**config.mk**
```make
export PLATFORM = sky130hd
export DESIGN_NAME = controlUnit
export DESIGN_NICKNAME = d
export VERILOG_FILES = /design/src/rtl/isaPkg.sv /design/src/rtl/ctrlPkg.sv /design/src/rtl/instructionDecoder.sv /design/src/rtl/waitTimer.sv /design/src/rtl/controlSequencer.sv /design/src/rtl/controlWordEncoder.sv /design/src/rtl/controlUnit.sv
export SDC_FILE = /design/constraint.sdc
export NUM_CORES = 1
export LEC_CHECK = 0
export ABC_AREA = 1
export CAP_MARGIN = 10
export CORE_UTILIZATION = 59
export CTS_BUF_LIST = sky130_fd_sc_hd__clkbuf_8
export DETAILED_ROUTE_END_ITERATION = 10
export DONT_BUFFER_PORTS = 1
export GPL_ROUTABILITY_DRIVEN = 0
export MAX_ROUTING_LAYER = met4
export PLACE_DENSITY = 0.78
export SYNTH_ARGS = -nofsm -noshare
export SYNTH_HDL_FRONTEND = slang
export SYNTH_SLANG_ARGS = --single-unit
```
**constraint.sdc**
```tcl
create_clock -name clock -period 1.9 [get_ports clock]
set_input_delay 0.19 -clock clock [delete_from_list [all_inputs] [get_ports clock]]
set_output_delay 0.19 -clock clock [all_outputs]
set_load 0.01 [all_outputs]
```
**src/rtl/isaPkg.sv**
```systemverilog
package isaPkg;

    // Instruction fields seen by the control unit
    typedef logic [5:0] opcode_t;
    typedef logic [5:0] funct_t;

    // R-type instructions share one opcode and split on funct
    localparam opcode_t OpRType = 6'b000000;

    // Memory operand add, I-type
    localparam opcode_t OpAddm = 6'b000001;

    // Arithmetic with overflow trap
    localparam funct_t FunctAdd = 6'b100000;
    localparam funct_t FunctSub = 6'b100010;

    // PC control
    localparam funct_t FunctBreak = 6'b001101;
    localparam funct_t FunctRte = 6'b010011;

    // Divide of two memory operands into HI and LO
    localparam funct_t FunctDivm = 6'b000101;

    // Decoded class that the sequencer branches on after decode
    typedef enum logic [2:0] {
        classAdd,
        classSub,
        classBreak,
        classRte,
        classAddm,
        classDivm,
        classIllegal
    } instrClass_t;

endpackage

```
**src/rtl/ctrlPkg.sv**
```systemverilog
package ctrlPkg;

    // Width of the wait timer count
    localparam int TimerWidth = 6;

    // Sequencer states, fetch and decode first, then one group per instruction
    typedef enum logic [4:0] {
        stReset,
        fetchRead,
        fetchLoad,
        decode,
        aluExec,
        aluCheck,
        aluWrite,
        breakPc,
        rtePc,
        addmAddr,
        addmRead,
        addmMdr,
        addmAdd,
        addmWrite,
        divmReadA,
        divmMdrA,
        divmReadB,
        divmRun,
        divmWrite,
        excEpc,
        excPc
    } ctrlState_t;

    typedef enum logic [2:0] {aluLoad = 3'd0, aluAdd = 3'd1, aluSub = 3'd2, aluAnd = 3'd3} aluOp_t;

    // Memory address source
    typedef enum logic [2:0] {
        pcAddr = 3'b000,
        aluOutAddr = 3'b100,
        regAAddr = 3'b101,
        regBAddr = 3'b110
    } iorDSel_t;

    typedef enum logic [1:0] {srcPc = 2'b01, srcRegA = 2'b10, srcMdr = 2'b11} aluSrcA_t;
    typedef enum logic [1:0] {srcFour = 2'b01, srcRegB = 2'b10, srcOffset = 2'b11} aluSrcB_t;

    // pcVector is the exception entry address
    typedef enum logic [1:0] {
        pcVector = 2'd0,
        pcAluResult = 2'd1,
        pcAluOut = 2'd2,
        pcEpc = 2'd3
    } pcSource_t;

    typedef enum logic [1:0] {dstRt = 2'b01, dstRd = 2'b11} regDst_t;
    typedef enum logic [2:0] {dataAluOut = 3'b100, dataMdr = 3'b111} dataSrc_t;
    typedef enum logic [1:0] {causeNone = 2'd0, causeOverflow = 2'd1, causeIllegal = 2'd2} exCause_t;

    typedef struct packed {
        logic pcWrite;
        logic irWrite;
        logic regWrite;
        logic regAWrite;
        logic regBWrite;
        logic aluOutWrite;
        logic mdrWrite;
        logic memWrite;
        logic epcWrite;
        logic hiWrite;
        logic loWrite;
    } writeEnables_t;

    // mdSrcA and mdSrcB high pick the memory side of the divider inputs
    typedef struct packed {
        iorDSel_t iorD;
        aluSrcA_t aluSrcA;
        aluSrcB_t aluSrcB;
        pcSource_t pcSource;
        regDst_t regDst;
        dataSrc_t dataSrc;
        logic mdSrcA;
        logic mdSrcB;
    } muxSelects_t;

    typedef struct packed {
        aluOp_t aluOp;
        exCause_t exCause;
        logic mdRun;
    } aluControl_t;

endpackage

```
**src/rtl/instructionDecoder.sv**
```systemverilog
`timescale 1ns/1ps

module instructionDecoder (
    input isaPkg::opcode_t opcode,
    input isaPkg::funct_t funct,
    output isaPkg::instrClass_t instrClass
);
    import isaPkg::*;

    always_comb begin
        instrClass = classIllegal;

        if (opcode == OpRType) begin
            // Only R-type looks at funct
            case (funct)
                FunctAdd:
                    instrClass = classAdd;
                FunctSub:
                    instrClass = classSub;
                FunctBreak:
                    instrClass = classBreak;
                FunctRte:
                    instrClass = classRte;
                FunctDivm:
                    instrClass = classDivm;
                default:
                    instrClass = classIllegal;
            endcase
        end else if (opcode == OpAddm) begin
            instrClass = classAddm;
        end
        // Loads, stores, branches and jumps all fall through as illegal
    end

endmodule

```
**src/rtl/waitTimer.sv**
```systemverilog
`timescale 1ns/1ps

module waitTimer (
    input logic clock,
    input logic reset,
    input logic timerLoad,
    input logic [ctrlPkg::TimerWidth-1:0] timerCount,
    output logic timerDone
);
    import ctrlPkg::*;

    // Zero means idle, one means last cycle of the wait
    logic [TimerWidth-1:0] count;

    always_ff @(posedge clock) begin
        if (reset) begin
            count <= '0;
        end else if (timerLoad) begin
            count <= timerCount;
        end else if (count != '0) begin
            count <= count - 1'b1;
        end
    end

    assign timerDone = (count == TimerWidth'(1));

    // A reload may only come on the last cycle of a wait or when idle
    noLoadWhileRunning: assert property (
        @(posedge clock) disable iff (reset)
        timerLoad |-> (count <= TimerWidth'(1))
    );

endmodule

```
**src/rtl/controlSequencer.sv**
```systemverilog
`timescale 1ns/1ps

module controlSequencer #(
    parameter int MemWaitCycles = 2,
    parameter int DivCycles = 32
) (
    input logic clock,
    input logic reset,
    input isaPkg::instrClass_t instrClass,
    input logic overflow,
    input logic timerDone,
    output logic timerLoad,
    output logic [ctrlPkg::TimerWidth-1:0] timerCount,
    output ctrlPkg::ctrlState_t state,
    output logic resetOut
);
    import isaPkg::*;
    import ctrlPkg::*;

    localparam logic [TimerWidth-1:0] MemCount = TimerWidth'(MemWaitCycles);
    localparam logic [TimerWidth-1:0] DivCount = TimerWidth'(DivCycles);

    ctrlState_t nextState;
    logic loadDiv;

    always_comb begin
        nextState = state;
        timerLoad = 1'b0;
        loadDiv = 1'b0;

        case (state)
            stReset: begin
                nextState = fetchRead;
                timerLoad = 1'b1;
            end
            fetchRead: begin
                if (timerDone) begin
                    nextState = fetchLoad;
                end
            end
            fetchLoad:
                nextState = decode;
            decode: begin
                case (instrClass)
                    classAdd, classSub:
                        nextState = aluExec;
                    classBreak:
                        nextState = breakPc;
                    classRte:
                        nextState = rtePc;
                    classAddm:
                        nextState = addmAddr;
                    classDivm: begin
                        nextState = divmReadA;
                        timerLoad = 1'b1;
                    end
                    // Unknown opcode or funct traps
                    default:
                        nextState = excEpc;
                endcase
            end
            aluExec:
                nextState = aluCheck;
            aluCheck:
                nextState = overflow ? excEpc : aluWrite;
            addmAddr: begin
                nextState = addmRead;
                timerLoad = 1'b1;
            end
            addmRead: begin
                if (timerDone) begin
                    nextState = addmMdr;
                end
            end
            addmMdr:
                nextState = addmAdd;
            addmAdd:
                nextState = addmWrite;
            divmReadA: begin
                if (timerDone) begin
                    nextState = divmMdrA;
                end
            end
            divmMdrA: begin
                nextState = divmReadB;
                timerLoad = 1'b1;
            end
            divmReadB: begin
                // Second operand stays on the memory bus while the divider runs
                if (timerDone) begin
                    nextState = divmRun;
                    timerLoad = 1'b1;
                    loadDiv = 1'b1;
                end
            end
            divmRun: begin
                if (timerDone) begin
                    nextState = divmWrite;
                end
            end
            excEpc:
                nextState = excPc;
            // Last step of every instruction goes back to fetch
            aluWrite, breakPc, rtePc, addmWrite, divmWrite, excPc: begin
                nextState = fetchRead;
                timerLoad = 1'b1;
            end
            default:
                nextState = stReset;
        endcase
    end

    assign timerCount = loadDiv ? DivCount : MemCount;

    always_ff @(posedge clock) begin
        if (reset) begin
            state <= stReset;
        end else begin
            state <= nextState;
        end
    end

    // Delayed copy, so downstream logic sees reset for one more cycle
    always_ff @(posedge clock) begin
        resetOut <= reset;
    end

    stateLegal: assert property (
        @(posedge clock) disable iff (reset)
        state inside {[stReset:excPc]}
    );

    resetExitsToFetch: assert property (
        @(posedge clock) disable iff (reset)
        (state == stReset) |=> (state == fetchRead)
    );

endmodule

```
**src/rtl/controlWordEncoder.sv**
```systemverilog
`timescale 1ns/1ps

module controlWordEncoder (
    input ctrlPkg::ctrlState_t state,
    input isaPkg::instrClass_t instrClass,
    output ctrlPkg::writeEnables_t writes,
    output ctrlPkg::muxSelects_t selects,
    output ctrlPkg::aluControl_t aluCtrl
);
    import isaPkg::*;
    import ctrlPkg::*;

    aluOp_t execOp;
    exCause_t trapCause;

    // Class is stable from the IR load until the next fetch
    assign execOp = (instrClass == classSub) ? aluSub : aluAdd;
    assign trapCause = (instrClass == classIllegal) ? causeIllegal : causeOverflow;

    always_comb begin
        writes = '0;
        selects = '0;
        aluCtrl = '0;

        case (state)
            fetchRead, fetchLoad: begin
                // PC+4 is computed during the whole fetch
                selects.iorD = pcAddr;
                selects.aluSrcA = srcPc;
                selects.aluSrcB = srcFour;
                selects.pcSource = pcAluResult;
                aluCtrl.aluOp = aluAdd;
                if (state == fetchLoad) begin
                    writes.irWrite = 1'b1;
                    writes.pcWrite = 1'b1;
                end
            end
            decode: begin
                // Branch target into aluOut, register operands into A and B
                writes.regAWrite = 1'b1;
                writes.regBWrite = 1'b1;
                writes.aluOutWrite = 1'b1;
                selects.aluSrcA = srcPc;
                selects.aluSrcB = srcOffset;
                aluCtrl.aluOp = aluAdd;
            end
            aluExec, aluCheck: begin
                // Operands held in aluCheck so the overflow flag stays valid
                writes.aluOutWrite = (state == aluExec);
                selects.aluSrcA = srcRegA;
                selects.aluSrcB = srcRegB;
                aluCtrl.aluOp = execOp;
            end
            aluWrite, addmWrite: begin
                writes.regWrite = 1'b1;
                selects.regDst = (state == aluWrite) ? dstRd : dstRt;
                selects.dataSrc = dataAluOut;
            end
            breakPc: begin
                writes.pcWrite = 1'b1;
                selects.aluSrcA = srcPc;
                selects.aluSrcB = srcFour;
                selects.pcSource = pcAluResult;
                aluCtrl.aluOp = aluSub;
            end
            rtePc: begin
                writes.pcWrite = 1'b1;
                selects.pcSource = pcEpc;
            end
            addmAddr: begin
                writes.aluOutWrite = 1'b1;
                selects.aluSrcA = srcRegA;
                selects.aluSrcB = srcRegB;
                aluCtrl.aluOp = aluAdd;
            end
            addmRead, addmMdr: begin
                writes.mdrWrite = (state == addmMdr);
                selects.iorD = aluOutAddr;
            end
            addmAdd: begin
                writes.aluOutWrite = 1'b1;
                selects.aluSrcA = srcMdr;
                selects.aluSrcB = srcRegB;
                aluCtrl.aluOp = aluAdd;
            end
            divmReadA, divmMdrA: begin
                writes.mdrWrite = (state == divmMdrA);
                selects.iorD = regAAddr;
            end
            divmReadB:
                selects.iorD = regBAddr;
            divmRun, divmWrite: begin
                selects.iorD = regBAddr;
                selects.mdSrcA = 1'b1;
                selects.mdSrcB = 1'b1;
                aluCtrl.mdRun = (state == divmRun);
                writes.hiWrite = (state == divmWrite);
                writes.loWrite = (state == divmWrite);
            end
            excEpc, excPc: begin
                // EPC gets the address of the trapping instruction
                writes.epcWrite = (state == excEpc);
                writes.pcWrite = (state == excPc);
                selects.aluSrcA = srcPc;
                selects.aluSrcB = srcFour;
                selects.pcSource = pcVector;
                aluCtrl.aluOp = aluSub;
                aluCtrl.exCause = trapCause;
            end
            default: begin
            end
        endcase
    end

    // None of the supported instructions stores to memory
    always_comb begin
        assert (writes.memWrite == 1'b0)
            else $error("memWrite raised in state %s", state.name());
    end

endmodule

```
**src/rtl/controlUnit.sv**
```systemverilog
`timescale 1ns/1ps

module controlUnit #(
    parameter int MemWaitCycles = 2,
    parameter int DivCycles = 32
) (
    input logic clock,
    input logic reset,
    input isaPkg::opcode_t opcode,
    input isaPkg::funct_t funct,
    input logic overflow,
    output ctrlPkg::writeEnables_t writes,
    output ctrlPkg::muxSelects_t selects,
    output ctrlPkg::aluControl_t aluCtrl,
    output logic resetOut
);
    import isaPkg::*;
    import ctrlPkg::*;

    instrClass_t instrClass;
    ctrlState_t state;
    logic timerLoad;
    logic timerDone;
    logic [TimerWidth-1:0] timerCount;

    instructionDecoder decoder0 (
        .opcode(opcode),
        .funct(funct),
        .instrClass(instrClass)
    );

    waitTimer timer0 (
        .clock(clock),
        .reset(reset),
        .timerLoad(timerLoad),
        .timerCount(timerCount),
        .timerDone(timerDone)
    );

    controlSequencer #(
        .MemWaitCycles(MemWaitCycles),
        .DivCycles(DivCycles)
    ) sequencer0 (
        .clock(clock),
        .reset(reset),
        .instrClass(instrClass),
        .overflow(overflow),
        .timerDone(timerDone),
        .timerLoad(timerLoad),
        .timerCount(timerCount),
        .state(state),
        .resetOut(resetOut)
    );

    controlWordEncoder encoder0 (
        .state(state),
        .instrClass(instrClass),
        .writes(writes),
        .selects(selects),
        .aluCtrl(aluCtrl)
    );

endmodule

```
==> summary.md <==
| Metric | Value |
|---|---|
| Class of the worst hold path | `input pin to flop` |
| Post-Route WL | `3.27 mm` |
| DR iter-0 viols | `33` |
| HP Start | `reset` |
| Synth Flop Type | `dfxtp_1` |
| Static Leak | `0.792 nW` |
| Vert. Die Dim | `50.4 microns` |
| Largest net degree at the start of global routing | `10` |
| Critical path's slowest cell | `dfxtp_2` |
| Area Growth Syn to Fin | `9.31%` |
| Post-DP Area | `0.00139 sq mm` |
| DRC | `0` |
| Crit Path Max Fanout | `8` |
| CTS Sinks | `12` |
| WL met3 | `246 microns` |
| Max Cap Viol | `0` |
| IO Pins | `49` |
| Clock Latency Late Sink | `250 ps` |
| Layout Utilization | `68.4%` |
| Synth Instances | `240` |
| Cell mode on critical path | `nor2_4` |
| Arr. time, crit path | `1700 ps` |
| WL/cell | `12.0 microns` |
| Setup Skew | `6.80 ps` |
| Grt total ovfl | `0` |
| Max Slew Vio Count | `0` |
| Core Footprint | `0.00221 sq mm` |
| Uppermost layer routed | `met4` |
| NumNets Final | `263` |
| Critical path launch point | `sequencer0.state[4]` |
| Crit Path Category | `flop to output pin` |
| Fin Setup TNS | `0 ps` |
| DR WL met2 | `1.57 mm` |
| Synth warn | `0` |
| Post-Synthesis Cell Area | `0.00138 sq mm` |
| Register area share after synthesis | `17.4%` |
| Clk buf depth | `2` |
| Vias per std cell | `5.38` |
| Buffers on Ports | `0` |
| Final setup viols | `0` |
| Die extent in x | `50.4 microns` |
| Critical path data required time | `1710 ps` |
| Hold depth | `1` |
| FF+latch count, synth | `12` |
| Final Hold Viols | `0` |
| Critical path's top delay family | `simple AND/OR/NAND/NOR gates` |
| Critical Path Source Type | `flop` |
| Synth cell types | `33` |
| CTS tree | `built` |
| Antenna violations before repair | `0` |
| Initial Util | `62.6%` |
| CTS buffer count | `3` |
| Power consumption | `1.87 mW` |
| Ant diodes | `0` |
| Post-synth EDFFs | `0` |
| Tcrit/Tclk final | `99.5%` |
| Die Area | `0.00254 sq mm` |
| Layout cell share with drive strength beyond 1 | `19.2%` |
| Drt pass-1 iters | `4` |
| Pwr Density | `1240 mW/mm^2` |
| Post-DP HPWL | `2.52 mm` |
| Post-CTS setup buffer count | `0` |
| H-tree levels | `1` |
| Vias | `1468` |
| Total GRT Usage | `27.1%` |
| Critical Path End Type | `output pin` |
| First-pass GRT wire length | `5.06 mm` |
| Row cnt | `17` |
| CTS clk-pin slew, worst paths | `60 ps` |
| Delay of the slowest critical-path stage | `360 ps` |
| Peak Freq | `529 MHz` |
| Post-layout min period | `1890 ps` |
| Vias in the first global route | `1210` |
| R2R depth | `10` |
| Place WS | `261 ps` |
| Root Driver | `clkbuf_8` |
| CP cell instances | `buf_4, nor2_4, inv_2, nor2_4, inv_1, and3_1, o21ai_1` |
| RSZ-0062 raised after global routing | `yes` |
| Syn_area_per_cell | `5.77 sq um` |
| Setup ws final | `10.4 ps` |
| Origin of the critical flop-to-flop path | `timer0.count[0]` |
| Max rail drop VDD | `0.909 mV` |
| Worst reg2reg setup slack | `260 ps` |
| Synth async-reset ratio | `0%` |
| Hold Path End | `timer0.count[3]` |
| Antenna Violating Nets Remaining | `0` |
| Finished Cell Area | `0.00151 sq mm` |
| End of the worst register-to-register path | `timer0.count[1]` |
| Critical path buffers and inverters | `3` |
| Post-Route M1 WL | `1.39 mm` |
| Status | `complete, no violations` |
[cells by family (layout without fill, tap and decap cells)]
family,Yosys count,count (layout),share of synthesized area [%]
AO/OA/AOI/OAI,14,14,5.52
XOR/XNOR,3,3,1.90
adder cells (fa/ha/maj),2,2,1.81
buffers and inverters,54,56,17.4
flip-flops,12,12,17.4
other,1,4,0.271
AND/OR/NAND/NOR,154,154,55.8
[power by group]
group | switching [mW] | internal, mW
clock | 0.0964 | 0.183
combinational | 0.796 | 0.395
sequential | 0.0728 | 0.332
[worst max path at each step]
stage | to | slack, ps | cells past startpoint
finish | writes[5] | 10 | 7
global placement | selects[11] | 260 | 7
global route | writes[5] | -60 | 7
detailed placement | timer0.count[5] | 260 | 10
floorplan | aluCtrl[2] | 320 | 7
CTS | writes[5] | 10 | 7
[placed cells by master (no fill, tap or decap), types with 2 or more instances in the layout]
master,synthesis,routed
nand2_1,54,53
inv_1,36,36
nor2_1,31,30
nand3_1,24,23
dfxtp_1,12,9
nor2_2,9,8
inv_2,7,7
a21oi_1,7,7
nand4_1,6,6
nor2_4,3,5
nand2_2,4,5
nor3_1,6,5
buf_4,10,5
conb_1,1,4
clkbuf_8,0,4
dlygate4sd3_1,0,4
nor3_2,2,3
nand3b_1,3,3
o21ai_0,4,3
nor4_1,3,3
dfxtp_2,0,3
nand3_2,1,2
xor2_1,2,2
nor4_2,2,2
ha_1,2,2
[sequential cells by signal, indices dropped and copies added, names as in the netlist]
signal / count
sequencer0.state: 5
sequencer0.resetOut: 1
timer0.count: 6
[Yosys cell counts, types with 3 or more instances]
cell type,number,area (sq um)
nand2_1,54,203
inv_1,36,135
nor2_1,31,116
nand3_1,24,120
dfxtp_1,12,240
buf_4,10,75.1
nor2_2,9,56.3
a21oi_1,7,35.0
inv_2,7,26.3
nand4_1,6,37.5
nor3_1,6,30.0
nand2_2,4,25.0
o21ai_0,4,20.0
nand3b_1,3,22.5
nor2_4,3,33.8
nor4_1,3,18.8
[timing repair]
action	CTS	global route
resized for setup	1	9
gates cloned	0	0
hold buffers	3	1
setup endpoints to repair	2	8
pin swaps	0	2
endpoints found under the hold margin	2	2
[layer usage]
layer,vias up,track usage [%]
li1,755,-
met1,644,30.3
met2,61,46.0
met3,8,6.97
met4,0,10.2
met5,-,-
[layout make-up]
class / instances / area (sq um)
clock buffer: 4 / 55.1
fill: 220 / 699
inverter: 43 / 161
multi-input combinational: 177 / 940
sequential: 12 / 244
tap: 28 / 35.0
timing repair buffer: 9 / 77.6
[stage by stage]
stage,hold WS [ps],instances
2_1_floorplan,218,243
3_3_place_gp,218,265
3_5_place_dp,218,265
4_1_cts,1.66,272
5_1_grt,8.77,273
6_report,13.0,273
(Power assumes the default switching activity.)
